==> src/common/axil_rec_defs.svh <==
`ifndef AXIL_REC_DEFS_SVH
`define AXIL_REC_DEFS_SVH

// AXI-Lite field widths
`define AXIL_ADDR_W 32
`define AXIL_DATA_W 32
`define AXIL_STRB_W 4

// Entries in each per-channel side FIFO
`define REC_CHAN_DEPTH 4

// Entries in the record packet FIFO
`define REC_PKT_DEPTH 8

// Width of one log word on the drain output
`define REC_LOG_W 32

`endif

==> src/common/axil_rec_pkg.sv <==
`include "axil_rec_defs.svh"

package axil_rec_pkg;

   // Slot positions inside a record packet
   typedef enum logic [1:0] {
      AW = 2'd0,
      W  = 2'd1,
      AR = 2'd2
   } rec_chan_e;

   // Bit 0 is AW, bit 1 is W, bit 2 is AR
   typedef struct packed {
      logic ar_valid;
      logic w_valid;
      logic aw_valid;
   } rec_hdr_t;

   // Absent channels carry a zero payload
   typedef struct packed {
      rec_hdr_t                 hdr;
      logic [`AXIL_ADDR_W-1:0]  aw_addr;
      logic [`AXIL_DATA_W-1:0]  w_data;
      logic [`AXIL_STRB_W-1:0]  w_strb;
      logic [`AXIL_ADDR_W-1:0]  ar_addr;
   } rec_packet_t;

   typedef enum logic [2:0] {
      IDLE    = 3'd0,
      HDR     = 3'd1,
      AW_ADDR = 3'd2,
      W_DATA  = 3'd3,
      W_STRB  = 3'd4,
      AR_ADDR = 3'd5
   } drain_state_e;

endpackage

==> src/common/axi_lite_if.sv <==
`timescale 1ns/10ps
`include "axil_rec_defs.svh"

interface axi_lite_if;

   logic [`AXIL_ADDR_W-1:0] awaddr;
   logic                    awvalid;
   logic                    awready;

   logic [`AXIL_DATA_W-1:0] wdata;
   logic [`AXIL_STRB_W-1:0] wstrb;
   logic                    wvalid;
   logic                    wready;

   logic [1:0]              bresp;
   logic                    bvalid;
   logic                    bready;

   logic [`AXIL_ADDR_W-1:0] araddr;
   logic                    arvalid;
   logic                    arready;

   logic [`AXIL_DATA_W-1:0] rdata;
   logic [1:0]              rresp;
   logic                    rvalid;
   logic                    rready;

   modport master (
      output awaddr, awvalid, wdata, wstrb, wvalid, bready, araddr, arvalid, rready,
      input  awready, wready, bresp, bvalid, arready, rdata, rresp, rvalid
   );

   modport slave (
      input  awaddr, awvalid, wdata, wstrb, wvalid, bready, araddr, arvalid, rready,
      output awready, wready, bresp, bvalid, arready, rdata, rresp, rvalid
   );

endinterface

==> src/common/rec_stream_if.sv <==
`timescale 1ns/10ps

interface rec_stream_if import axil_rec_pkg::*; ();

   logic        valid;
   logic        ready;
   rec_packet_t packet;

   modport producer (
      output valid, packet,
      input  ready
   );

   modport consumer (
      input  valid, packet,
      output ready
   );

endinterface

==> src/recorder/axil_mstr_recorder.sv <==
`timescale 1ns/10ps
`include "axil_rec_defs.svh"

module axil_mstr_recorder import axil_rec_pkg::*; (
   input  logic   clk,
   input  logic   reset,
   axi_lite_if.slave     ups,
   axi_lite_if.master    dns,
   rec_stream_if.producer rec
);

   logic [`AXIL_ADDR_W-1:0]                aw_head;
   logic [`AXIL_DATA_W+`AXIL_STRB_W-1:0]  w_head;
   logic [`AXIL_ADDR_W-1:0]                ar_head;
   logic                                   aw_ne;
   logic                                   w_ne;
   logic                                   ar_ne;
   logic                                   rec_fire;
   rec_packet_t                            pkt;

   // B and R are not recorded
   assign ups.bresp  = dns.bresp;
   assign ups.bvalid = dns.bvalid;
   assign dns.bready = ups.bready;
   assign ups.rdata  = dns.rdata;
   assign ups.rresp  = dns.rresp;
   assign ups.rvalid = dns.rvalid;
   assign dns.rready = ups.rready;

   assign dns.awaddr = ups.awaddr;
   assign dns.wdata  = ups.wdata;
   assign dns.wstrb  = ups.wstrb;
   assign dns.araddr = ups.araddr;

   assign rec_fire = rec.valid & rec.ready;

   channel_siderec #(.DEPTH(`REC_CHAN_DEPTH), .WIDTH(`AXIL_ADDR_W)) aw_rec (
      .clk        (clk),
      .reset      (reset),
      .din        (ups.awaddr),
      .up_valid   (ups.awvalid),
      .down_ready (dns.awready),
      .up_ready   (ups.awready),
      .down_valid (dns.awvalid),
      .pop        (rec_fire & aw_ne),
      .head       (aw_head),
      .not_empty  (aw_ne)
   );

   channel_siderec #(.DEPTH(`REC_CHAN_DEPTH), .WIDTH(`AXIL_DATA_W + `AXIL_STRB_W)) w_rec (
      .clk        (clk),
      .reset      (reset),
      .din        ({ups.wdata, ups.wstrb}),
      .up_valid   (ups.wvalid),
      .down_ready (dns.wready),
      .up_ready   (ups.wready),
      .down_valid (dns.wvalid),
      .pop        (rec_fire & w_ne),
      .head       (w_head),
      .not_empty  (w_ne)
   );

   channel_siderec #(.DEPTH(`REC_CHAN_DEPTH), .WIDTH(`AXIL_ADDR_W)) ar_rec (
      .clk        (clk),
      .reset      (reset),
      .din        (ups.araddr),
      .up_valid   (ups.arvalid),
      .down_ready (dns.arready),
      .up_ready   (ups.arready),
      .down_valid (dns.arvalid),
      .pop        (rec_fire & ar_ne),
      .head       (ar_head),
      .not_empty  (ar_ne)
   );

   // Empty channels leave a zero bubble in their slot
   always_comb begin
      pkt.hdr.aw_valid = aw_ne;
      pkt.hdr.w_valid  = w_ne;
      pkt.hdr.ar_valid = ar_ne;
      pkt.aw_addr      = aw_ne ? aw_head : '0;
      {pkt.w_data, pkt.w_strb} = w_ne ? w_head : '0;
      pkt.ar_addr      = ar_ne ? ar_head : '0;
   end

   assign rec.packet = pkt;
   assign rec.valid  = aw_ne | w_ne | ar_ne;

   a_hdr_nonzero: assert property (@(posedge clk) disable iff (reset)
      rec.valid |-> rec.packet.hdr != '0)
      else $error("record packet without any channel");

endmodule

==> src/recorder/channel_siderec.sv <==
`timescale 1ns/10ps

module channel_siderec #(
   parameter int DEPTH = 4,
   parameter int WIDTH = 32
) (
   input  logic             clk,
   input  logic             reset,
   input  logic [WIDTH-1:0] din,
   input  logic             up_valid,
   input  logic             down_ready,
   output logic             up_ready,
   output logic             down_valid,
   input  logic             pop,
   output logic [WIDTH-1:0] head,
   output logic             not_empty
);

   localparam int PTR_W = (DEPTH > 1) ? $clog2(DEPTH) : 1;
   localparam int CNT_W = $clog2(DEPTH + 1);

   logic [WIDTH-1:0] mem [DEPTH];
   logic [PTR_W-1:0] wr_ptr;
   logic [PTR_W-1:0] rd_ptr;
   logic [CNT_W-1:0] count;
   logic             full;
   logic             push;

   assign full      = (count == CNT_W'(DEPTH));
   assign not_empty = (count != '0);

   // Both sides only see the handshake while there is room to copy it
   assign up_ready   = down_ready & ~full;
   assign down_valid = up_valid & ~full;
   assign push       = up_valid & down_ready & ~full;

   assign head = mem[rd_ptr];

   always_ff @(posedge clk) begin
      if (push) begin
         mem[wr_ptr] <= din;
      end
   end

   always_ff @(posedge clk) begin
      if (reset) begin
         wr_ptr <= '0;
         rd_ptr <= '0;
         count  <= '0;
      end else begin
         if (push) begin
            wr_ptr <= (wr_ptr == PTR_W'(DEPTH - 1)) ? '0 : wr_ptr + 1'b1;
         end
         if (pop) begin
            rd_ptr <= (rd_ptr == PTR_W'(DEPTH - 1)) ? '0 : rd_ptr + 1'b1;
         end
         case ({push, pop})
            2'b10:   count <= count + 1'b1;
            2'b01:   count <= count - 1'b1;
            default: count <= count;
         endcase
      end
   end

   // Pop comes from the packet assembly in the parent
   a_no_pop_empty: assert property (@(posedge clk) disable iff (reset)
      pop |-> not_empty)
      else $error("side FIFO popped while empty");

   // A full buffer cannot take a new entry until one leaves
   a_no_push_full: assert property (@(posedge clk) disable iff (reset)
      full && !pop |=> full && (count == $past(count)))
      else $error("side FIFO written while full");

endmodule

==> src/verilog/axil_rec_top.sv <==
`timescale 1ns/10ps
`include "axil_rec_defs.svh"

module axil_rec_top (
   input  logic                    clk,
   input  logic                    reset,
   // Upstream side, from the AXI-Lite master
   input  logic [`AXIL_ADDR_W-1:0] s_axil_awaddr,
   input  logic                    s_axil_awvalid,
   output logic                    s_axil_awready,
   input  logic [`AXIL_DATA_W-1:0] s_axil_wdata,
   input  logic [`AXIL_STRB_W-1:0] s_axil_wstrb,
   input  logic                    s_axil_wvalid,
   output logic                    s_axil_wready,
   output logic [1:0]              s_axil_bresp,
   output logic                    s_axil_bvalid,
   input  logic                    s_axil_bready,
   input  logic [`AXIL_ADDR_W-1:0] s_axil_araddr,
   input  logic                    s_axil_arvalid,
   output logic                    s_axil_arready,
   output logic [`AXIL_DATA_W-1:0] s_axil_rdata,
   output logic [1:0]              s_axil_rresp,
   output logic                    s_axil_rvalid,
   input  logic                    s_axil_rready,
   // Downstream side, to the AXI-Lite slave
   output logic [`AXIL_ADDR_W-1:0] m_axil_awaddr,
   output logic                    m_axil_awvalid,
   input  logic                    m_axil_awready,
   output logic [`AXIL_DATA_W-1:0] m_axil_wdata,
   output logic [`AXIL_STRB_W-1:0] m_axil_wstrb,
   output logic                    m_axil_wvalid,
   input  logic                    m_axil_wready,
   input  logic [1:0]              m_axil_bresp,
   input  logic                    m_axil_bvalid,
   output logic                    m_axil_bready,
   output logic [`AXIL_ADDR_W-1:0] m_axil_araddr,
   output logic                    m_axil_arvalid,
   input  logic                    m_axil_arready,
   input  logic [`AXIL_DATA_W-1:0] m_axil_rdata,
   input  logic [1:0]              m_axil_rresp,
   input  logic                    m_axil_rvalid,
   output logic                    m_axil_rready,
   // Log word stream
   output logic [`REC_LOG_W-1:0]   log_data,
   output logic                    log_valid,
   input  logic                    log_ready
);

   axi_lite_if   ups_bus ();
   axi_lite_if   dns_bus ();
   rec_stream_if rec_bus ();
   rec_stream_if log_bus ();

   assign ups_bus.awaddr  = s_axil_awaddr;
   assign ups_bus.awvalid = s_axil_awvalid;
   assign s_axil_awready  = ups_bus.awready;
   assign ups_bus.wdata   = s_axil_wdata;
   assign ups_bus.wstrb   = s_axil_wstrb;
   assign ups_bus.wvalid  = s_axil_wvalid;
   assign s_axil_wready   = ups_bus.wready;
   assign s_axil_bresp    = ups_bus.bresp;
   assign s_axil_bvalid   = ups_bus.bvalid;
   assign ups_bus.bready  = s_axil_bready;
   assign ups_bus.araddr  = s_axil_araddr;
   assign ups_bus.arvalid = s_axil_arvalid;
   assign s_axil_arready  = ups_bus.arready;
   assign s_axil_rdata    = ups_bus.rdata;
   assign s_axil_rresp    = ups_bus.rresp;
   assign s_axil_rvalid   = ups_bus.rvalid;
   assign ups_bus.rready  = s_axil_rready;

   assign m_axil_awaddr   = dns_bus.awaddr;
   assign m_axil_awvalid  = dns_bus.awvalid;
   assign dns_bus.awready = m_axil_awready;
   assign m_axil_wdata    = dns_bus.wdata;
   assign m_axil_wstrb    = dns_bus.wstrb;
   assign m_axil_wvalid   = dns_bus.wvalid;
   assign dns_bus.wready  = m_axil_wready;
   assign dns_bus.bresp   = m_axil_bresp;
   assign dns_bus.bvalid  = m_axil_bvalid;
   assign m_axil_bready   = dns_bus.bready;
   assign m_axil_araddr   = dns_bus.araddr;
   assign m_axil_arvalid  = dns_bus.arvalid;
   assign dns_bus.arready = m_axil_arready;
   assign dns_bus.rdata   = m_axil_rdata;
   assign dns_bus.rresp   = m_axil_rresp;
   assign dns_bus.rvalid  = m_axil_rvalid;
   assign m_axil_rready   = dns_bus.rready;

   axil_mstr_recorder recorder (
      .clk   (clk),
      .reset (reset),
      .ups   (ups_bus.slave),
      .dns   (dns_bus.master),
      .rec   (rec_bus.producer)
   );

   rec_packet_fifo #(.DEPTH(`REC_PKT_DEPTH)) pkt_fifo (
      .clk   (clk),
      .reset (reset),
      .wr    (rec_bus.consumer),
      .rd    (log_bus.producer)
   );

   rec_log_drain drain (
      .clk       (clk),
      .reset     (reset),
      .pkt       (log_bus.consumer),
      .log_data  (log_data),
      .log_valid (log_valid),
      .log_ready (log_ready)
   );

endmodule

==> src/verilog/rec_log_drain.sv <==
`timescale 1ns/10ps
`include "axil_rec_defs.svh"

module rec_log_drain import axil_rec_pkg::*; (
   input  logic                  clk,
   input  logic                  reset,
   rec_stream_if.consumer        pkt,
   output logic [`REC_LOG_W-1:0] log_data,
   output logic                  log_valid,
   input  logic                  log_ready
);

   drain_state_e state;
   rec_packet_t  cur;
   logic         word_fire;

   // First word at or after the given slot whose header bit is set
   function automatic drain_state_e next_word(rec_chan_e from, rec_hdr_t hdr);
      drain_state_e nxt;
      nxt = IDLE;
      if (from == AW && hdr.aw_valid) begin
         nxt = AW_ADDR;
      end else if (from != AR && hdr.w_valid) begin
         nxt = W_DATA;
      end else if (hdr.ar_valid) begin
         nxt = AR_ADDR;
      end
      return nxt;
   endfunction

   assign pkt.ready = (state == IDLE);
   assign log_valid = (state != IDLE);
   assign word_fire = log_valid & log_ready;

   always_comb begin
      case (state)
         HDR:     log_data = {{(`REC_LOG_W - $bits(rec_hdr_t)){1'b0}}, cur.hdr};
         AW_ADDR: log_data = cur.aw_addr;
         W_DATA:  log_data = cur.w_data;
         W_STRB:  log_data = {{(`REC_LOG_W - `AXIL_STRB_W){1'b0}}, cur.w_strb};
         AR_ADDR: log_data = cur.ar_addr;
         default: log_data = '0;
      endcase
   end

   always_ff @(posedge clk) begin
      if (pkt.valid && pkt.ready) begin
         cur <= pkt.packet;
      end
   end

   always_ff @(posedge clk) begin
      if (reset) begin
         state <= IDLE;
      end else begin
         case (state)
            IDLE:    if (pkt.valid) state <= HDR;
            HDR:     if (word_fire) state <= next_word(AW, cur.hdr);
            AW_ADDR: if (word_fire) state <= next_word(W, cur.hdr);
            W_DATA:  if (word_fire) state <= W_STRB;
            W_STRB:  if (word_fire) state <= next_word(AR, cur.hdr);
            AR_ADDR: if (word_fire) state <= IDLE;
            default: state <= IDLE;
         endcase
      end
   end

   // Held word must not change under back-pressure
   a_log_stable: assert property (@(posedge clk) disable iff (reset)
      log_valid && !log_ready |=> log_valid && $stable(log_data))
      else $error("log word changed while stalled");

endmodule

==> src/verilog/rec_packet_fifo.sv <==
`timescale 1ns/10ps

module rec_packet_fifo import axil_rec_pkg::*; #(
   parameter int DEPTH = 8
) (
   input  logic           clk,
   input  logic           reset,
   rec_stream_if.consumer wr,
   rec_stream_if.producer rd
);

   localparam int PTR_W = (DEPTH > 1) ? $clog2(DEPTH) : 1;
   localparam int CNT_W = $clog2(DEPTH + 1);

   rec_packet_t      mem [DEPTH];
   logic [PTR_W-1:0] wr_ptr;
   logic [PTR_W-1:0] rd_ptr;
   logic [CNT_W-1:0] count;
   logic [CNT_W-1:0] count_nxt;
   logic             full;
   logic             empty;
   logic             push;
   logic             pull;

   assign wr.ready  = ~full;
   assign rd.valid  = ~empty;
   assign rd.packet = mem[rd_ptr];

   assign push = wr.valid & ~full;
   assign pull = rd.ready & ~empty;

   always_comb begin
      count_nxt = count;
      if (push && !pull) begin
         count_nxt = count + 1'b1;
      end else if (pull && !push) begin
         count_nxt = count - 1'b1;
      end
   end

   always_ff @(posedge clk) begin
      if (push) begin
         mem[wr_ptr] <= wr.packet;
      end
   end

   // Flags come from the next count so they are plain registers
   always_ff @(posedge clk) begin
      if (reset) begin
         wr_ptr <= '0;
         rd_ptr <= '0;
         count  <= '0;
         full   <= 1'b0;
         empty  <= 1'b1;
      end else begin
         if (push) begin
            wr_ptr <= (wr_ptr == PTR_W'(DEPTH - 1)) ? '0 : wr_ptr + 1'b1;
         end
         if (pull) begin
            rd_ptr <= (rd_ptr == PTR_W'(DEPTH - 1)) ? '0 : rd_ptr + 1'b1;
         end
         count <= count_nxt;
         full  <= (count_nxt == CNT_W'(DEPTH));
         empty <= (count_nxt == '0);
      end
   end

   a_count_bound: assert property (@(posedge clk) disable iff (reset)
      count <= CNT_W'(DEPTH))
      else $error("packet FIFO count above depth");

endmodule
==> config.mk <==
export PLATFORM = sky130hd
export DESIGN_NAME = axil_rec_top
export DESIGN_NICKNAME = d
export VERILOG_FILES = /design/src/common/axil_rec_pkg.sv /design/src/common/axi_lite_if.sv /design/src/common/rec_stream_if.sv /design/src/recorder/axil_mstr_recorder.sv /design/src/recorder/channel_siderec.sv /design/src/verilog/axil_rec_top.sv /design/src/verilog/rec_log_drain.sv /design/src/verilog/rec_packet_fifo.sv
export VERILOG_INCLUDE_DIRS = /design/src /design/src/common
export SDC_FILE = /design/constraint.sdc
export NUM_CORES = 1
export LEC_CHECK = 0
export BUFFER_PORTS_ARGS = -buffer_cell sky130_fd_sc_hd__buf_4
export CAP_MARGIN = 20
export CORE_MARGIN = 8
export CORE_UTILIZATION = 65
export DETAILED_ROUTE_END_ITERATION = 12
export PLACE_DENSITY = 0.92
export SLEW_MARGIN = 5
export SYNTH_ARGS = -nofsm -noshare
export SYNTH_HDL_FRONTEND = slang
export SYNTH_SLANG_ARGS = --single-unit
==> constraint.sdc <==
create_clock -name clk -period 28.2 [get_ports clk]
set_input_delay 1.41 -clock clk [delete_from_list [all_inputs] [get_ports clk]]
set_output_delay 1.41 -clock clk [all_outputs]
set_load 0.05 [all_outputs]
# == Word level (Yosys, flattened, before mapping) ==
# Memory sizes are Yosys's and may differ from the RTL's. A register that Yosys moved wholly into a read port is not among the register bits.
# Index checks and enable logic that the tools add are counted.
# classes
add_sub_neg,16
reduce_logical,15
n_eq_ne,29
bitwise,25
n_mux,41
# ops
cell,count
$pmux 32 s5,1
$mux 32,2
$mux 36,1
$mux 3,11
$mux 2,12
$eq 3x3->1 const B,7
$and 1x1->1,18
$eq 2x2->1 const B,9
$pmux 3 s2,3
$pmux 3 s6,1
$add 3x1->3 const B,5
$add 2x1->2 const B,6
$reduce_bool 3->1,4
$ne 2x1->1 const B,5
$sub 3x1->3 const B,3
$mux 1,8
$mux 4,2
$eq 2x1->1 const B,3
$eq 3x2->1 const B,2
$reduce_and 6->1,1
$reduce_bool 2->1,3
$not 1->1,5
$add 4x1->4 const B,1
$eq 4x4->1 const B,1
8 further kinds,12
# word_totals
ramBits,1224
elab_cells,145
mem_count,4
in_bits,149
register_bits,36
out_inout_bits,179
# mem_list
memory,words,width,rd,rd_clocked_by_memory_dff,write_ports,line_no,source
pkt_fifo.mem,8,103,1,1,1,rec_packet_fifo.sv:15,rec_packet_t mem [DEPTH];
recorder.w_rec.mem,4,36,1,1,1,channel_siderec.sv:22,logic [WIDTH-1:0] mem [DEPTH];
recorder.ar_rec.mem,4,32,1,1,1,channel_siderec.sv:22,
recorder.aw_rec.mem,4,32,1,1,1,channel_siderec.sv:22,

# == Depth between registers and ports, before layout ==
# logic_depth
word_depth,9
ltp_mapped,9
depth_no_buf,9

# == Modules after synthesis ==
# A second synthesis with hierarchy kept.
# unflattened
cells_unflattened,2470
hier_area_um2,53777.8
# modules_own_cells
mod,instances,area_each_um2,cells_each,seq_area_each_um2
rec_packet_fifo,1,31994.4,1282,25044.0
channel_siderec (recorder.ar_rec ...),2,5096.1,217,4023.9
channel_siderec (recorder.w_rec),1,5688.0,242,4504.3
rec_log_drain,1,4122.7,255,3153.0
axil_mstr_recorder,1,1780.5,257,0.0

# == Worst setup path before layout ==
# No wires, ideal clock.
# synth_path
path_kind,register to register
startpoint,register recorder.ar_rec.count[0]
endpoint,memory pkt_fifo.mem[4][0] (netlist bit) (enable)
stages_incl_launch_ff,6
path_buffers,2
t_arrival_ns,11.521
setup_slack_ns,15.825
synth_period_minus_slack_ns,12.375
setup_ns,0.854
required_time_ns,27.346
path_cell_list,dfxtp_1 nor3_1 buf_2 a31o_1 buf_4 nor4b_1
# synth_between
elab_chain_cells,5
# synth_rtl
item,line_no,source
"start, declared",channel_siderec.sv:25,logic [CNT_W-1:0] count;
"start signal, assigned",channel_siderec.sv:58,2'b10: count <= count + 1'b1;
"start signal, assigned",channel_siderec.sv:59,2'b01: count <= count - 1'b1;
"start signal, assigned",channel_siderec.sv:60,default: count <= count;
$reduce_bool 3->1,channel_siderec.sv:30,assign not_empty = (count != '0);
$or 1x1->1,axil_mstr_recorder.sv:87,assign rec.valid = aw_ne | w_ne | ar_ne;
$and 1x1->1,rec_packet_fifo.sv:29,assign push = wr.valid & ~full;
$mux 1,rec_packet_fifo.sv:42,if (push) begin
$mux 1 (not written as such),rec_packet_fifo.sv:43,mem[wr_ptr] <= wr.packet;
"end, declared",rec_packet_fifo.sv:15,
# Every way passes these cells.

# == Worst setup path in the final report ==
# layout_path
startpoint,register drain.state[0]
endpoint,output log_data[9]
# layout_between
elab_chain_cells,2
elab_cells_between_ends,6
classes_between,eq/ne: 5; mux: 1
# layout_rtl
item,line_no,source
"start, declared",rec_log_drain.sv:13,drain_state_e state;
"start signal, assigned",rec_log_drain.sv:58,"HDR: if (word_fire) state <= next_word(AW, cur.hdr);"
"start signal, assigned",rec_log_drain.sv:59,"AW_ADDR: if (word_fire) state <= next_word(W, cur.hdr);"
"start signal, assigned",rec_log_drain.sv:61,"W_STRB: if (word_fire) state <= next_word(AR, cur.hdr);"
$eq 3x3->1 (tied with other cells),rec_log_drain.sv:36,case (state)
$pmux 32 s5 (*),rec_log_drain.sv:36,
"end, declared",axil_rec_top.sv:44,"output logic [`REC_LOG_W-1:0] log_data,"
# Every way passes the cells marked *; elsewhere a longest branch is shown, timed or not.

==> impl_metrics.ini <==
[sta]
period_needed_ns = 4.56
report.final.slew_viol_count = 0
setup_viol = 0
setup_tns_ns = 0
hold_viol = 0
fin_skew_ns = 0.0259
fmax_ghz = 0.219
slew_headroom = 0.248
grt_setup_unrepaired = no
worst_pin_slew_ns = 1.13
period_share = 0.162

[clock_tree]
cts_tree = yes
ctsResizeCount = 0
cts_setup_buffers = 0
numCtsBuffers = 132
cts.clk_slew.worst_paths_ns = 0.06
cts-root-buf = clkbuf_16
ctsHtreeMaxLevel = 4
cts_sinks = 1369
worstSkewPairLatency_ns = 0.74
clockBufferDepth = 3
ctsHoldBuffers = 0

[critical_path]
crit_fanout = 44
required_ns = 26.79
arrival_ns = 3.15
crit_top_cell = buf_4
rrSetupSlack_ns = 23.69
reg2reg_depth = 7
slowest_delay_ns = 0.58
critical_path_class = reg2out
cp-end-kind = output pin
cp_cell_sequence = buf_4, nand2b_1, nor2_2, buf_8, nand2_1, o21ai_0, buf_4
crit_slowest_cell = buf_4
worst_setup_path_start_kind = flip-flop

[power]
power_leakage_nw = 19.4
power.density_nw_per_um2 = 110
peakVddDrop_v = 0.0000833
power_w = 0.00655

[min_path]
hold_path_class = reg2reg
hold-path-cell-count = 2

[finish]
insertedDiodeCount = 0
regArea_um2 = 40700
layoutNonFillerInstCount = 3806
layout.nets = 2821
final_util = 0.738
fill_cells = 3816
mostFrequentLayoutCells = 1327 x edfxtp_1, 306 x mux4_2, 292 x buf_4, 136 x clkbuf_16, 106 x mux2_2
drive_above_1_share = 0.340
multi_input_area_um2 = 10800
final_area_um2 = 59500
final_common_cell = edfxtp_1
area_growth_pct = 12.3

[grt]
gr-usage-all-layers = 0.300
grt_start_max_net_pins = 113
grt_pass1_vias = 27700
grt_first_pass_wirelength_um = 195000
antenna_found_initial = 2
grt-ovfl-total = 0

[synth]
syn_inst = 2464
ys_ff_latch = 1369
synth_edf_count = 1327
ys_seq_area_frac = 0.767
synth_flop_cell = edfxtp_1
synth_area_um2 = 53000
avgSynthCellArea_um2 = 21.5
yosysTopAreaCell = edfxtp_1
ys_types = 49
synth_top_area_frac = 0.751
postSynth.asyncResetShare = 0
yosys_warnings = 0
syn_nets = 2640
yosys-top-cells-area = edfxtp_1 75%, mux4_2 13%, mux2_2 2.3%

[drt]
drt-total-wl_um = 137000
viasPerCell = 7.08
drcViolationCount = 0
wl_per_cell_um = 35.9
first_pass_iters = 7
antenna_left = 0
drt_iter0_markers = 4398
vias = 26900

[job]
maxCapViolations = 0

[floorplanning]
rows = 104
die_h_um = 302
core_um2 = 80700
start_util = 0.658
die-width_um = 302
ioPinCount = 328
die-area_um2 = 91000

[placed_design]
place_inst = 3568
port_buffers = 247
hpwl_um = 72500
place_area_um2 = 55200
gp_congestion = 0.805

[status]
status = finished, final reports clean
[critical path, delay by kind of cell, from the launching register on]
| kind | cells | cell delay [ns] |
|---|---|---|
| buffers and inverters | 3 | 1.11 |
| AND/OR/NAND/NOR | 3 | 0.81 |
| flip-flops | 1 | 0.32 |
| AO/OA/AOI/OAI | 1 | 0.13 |
[power breakdown]
group          switching (W)  leakage, nW  total [W]  internal (W)
logic                0.00103         4.65    0.00165      0.000619
clock network       0.000774         2.10    0.00177       0.00100
registers           0.000232         12.7    0.00312       0.00289
[layout make-up]
type,count,area share
Inverter,24,0.00172
Multi-Input combinational cell,820,0.181
Sequential cell,1369,0.684
Tap cell,1060,0.0223
Timing Repair Buffer,298,0.0391
Clock inverter,66,0.0109
Clock buffer,169,0.0611
[sequential cells by signal, summed over array words and instances, names as in the netlist, named ones only]
| name | count |
|---|---|
| recorder.ar_rec.rd_ptr | 2 |
| pkt_fifo.rd_ptr | 3 |
| drain.cur | 103 |
| recorder.w_rec.rd_ptr | 2 |
| recorder.aw_rec.count | 3 |
| pkt_fifo.count | 4 |
| pkt_fifo.wr_ptr | 3 |
| recorder.aw_rec.rd_ptr | 2 |
| recorder.w_rec.count | 3 |
| recorder.aw_rec.wr_ptr | 2 |
| recorder.w_rec.mem | 144 |
| recorder.ar_rec.wr_ptr | 2 |
| pkt_fifo.empty | 1 |
| pkt_fifo.full | 1 |
| drain.state | 3 |
| recorder.aw_rec.mem | 128 |
| pkt_fifo.mem | 824 |
| recorder.ar_rec.count | 3 |
| recorder.w_rec.wr_ptr | 2 |
| recorder.ar_rec.mem | 128 |
[through the flow]
stage	setup WS, ns	hold WS, ns
after floorplan	15.82	0.472
after global placement	24.16	0.490
after detailed placement	23.88	0.511
after CTS	23.39	0.550
after global routing	23.59	0.569
final	23.64	0.554
[layer usage]
layer,share of wire,global-route usage
met5,0.000095,0
met2,0.51,0.499
met1,0.33,0.380
met4,0.050,0.132
met3,0.12,0.0699
[worst paths after layout]
check	startpoint	end
worst max-delay path	drain.state[0]	log_data[9]
worst min-delay path	recorder.aw_rec.rd_ptr[0]	flip-flop
worst max register to register	recorder.w_rec.count[2]	pkt_fifo.mem[7][51]
worst min register to register	recorder.aw_rec.rd_ptr[0]	flip-flop
[cells in the mapped netlist, types with 2 or more instances]
master    instances
o22ai_1           4
buf_6             2
nor3_1            9
and3_1           12
edfxtp_1       1327
buf_2            30
a21boi_0          5
nand3b_1          3
mux2_2          106
nor4b_1           2
a211oi_1          4
nor2_1           38
xor2_1            6
nor4_1            2
nor2b_1         104
nand2b_1          2
buf_4           141
xnor2_1           3
ha_1             24
or3_1             6
nand2_1          52
a21oi_1          31
o21ai_0          44
nor3b_1           2
buf_1            15
dfxtp_1          42
clkbuf_1         63
mux4_2          306
mux2i_1          35
fa_1              3
inv_1            23
[kinds of logic (layout without fill, tap and decap cells)]
logic type	Yosys count	count (layout)	share of synthesized area
xor gates and xnor gates	9	9	0.00149
and+or+nand+nor	238	238	0.0242
muxes	448	448	0.159
DFF	1369	1369	0.767
buffers and inverters	275	557	0.0307
AOI/OAI and AO/OA	98	98	0.0104
adders and majority gates	27	27	0.00679
No activity file was read; power rests on OpenSTA's default activity.
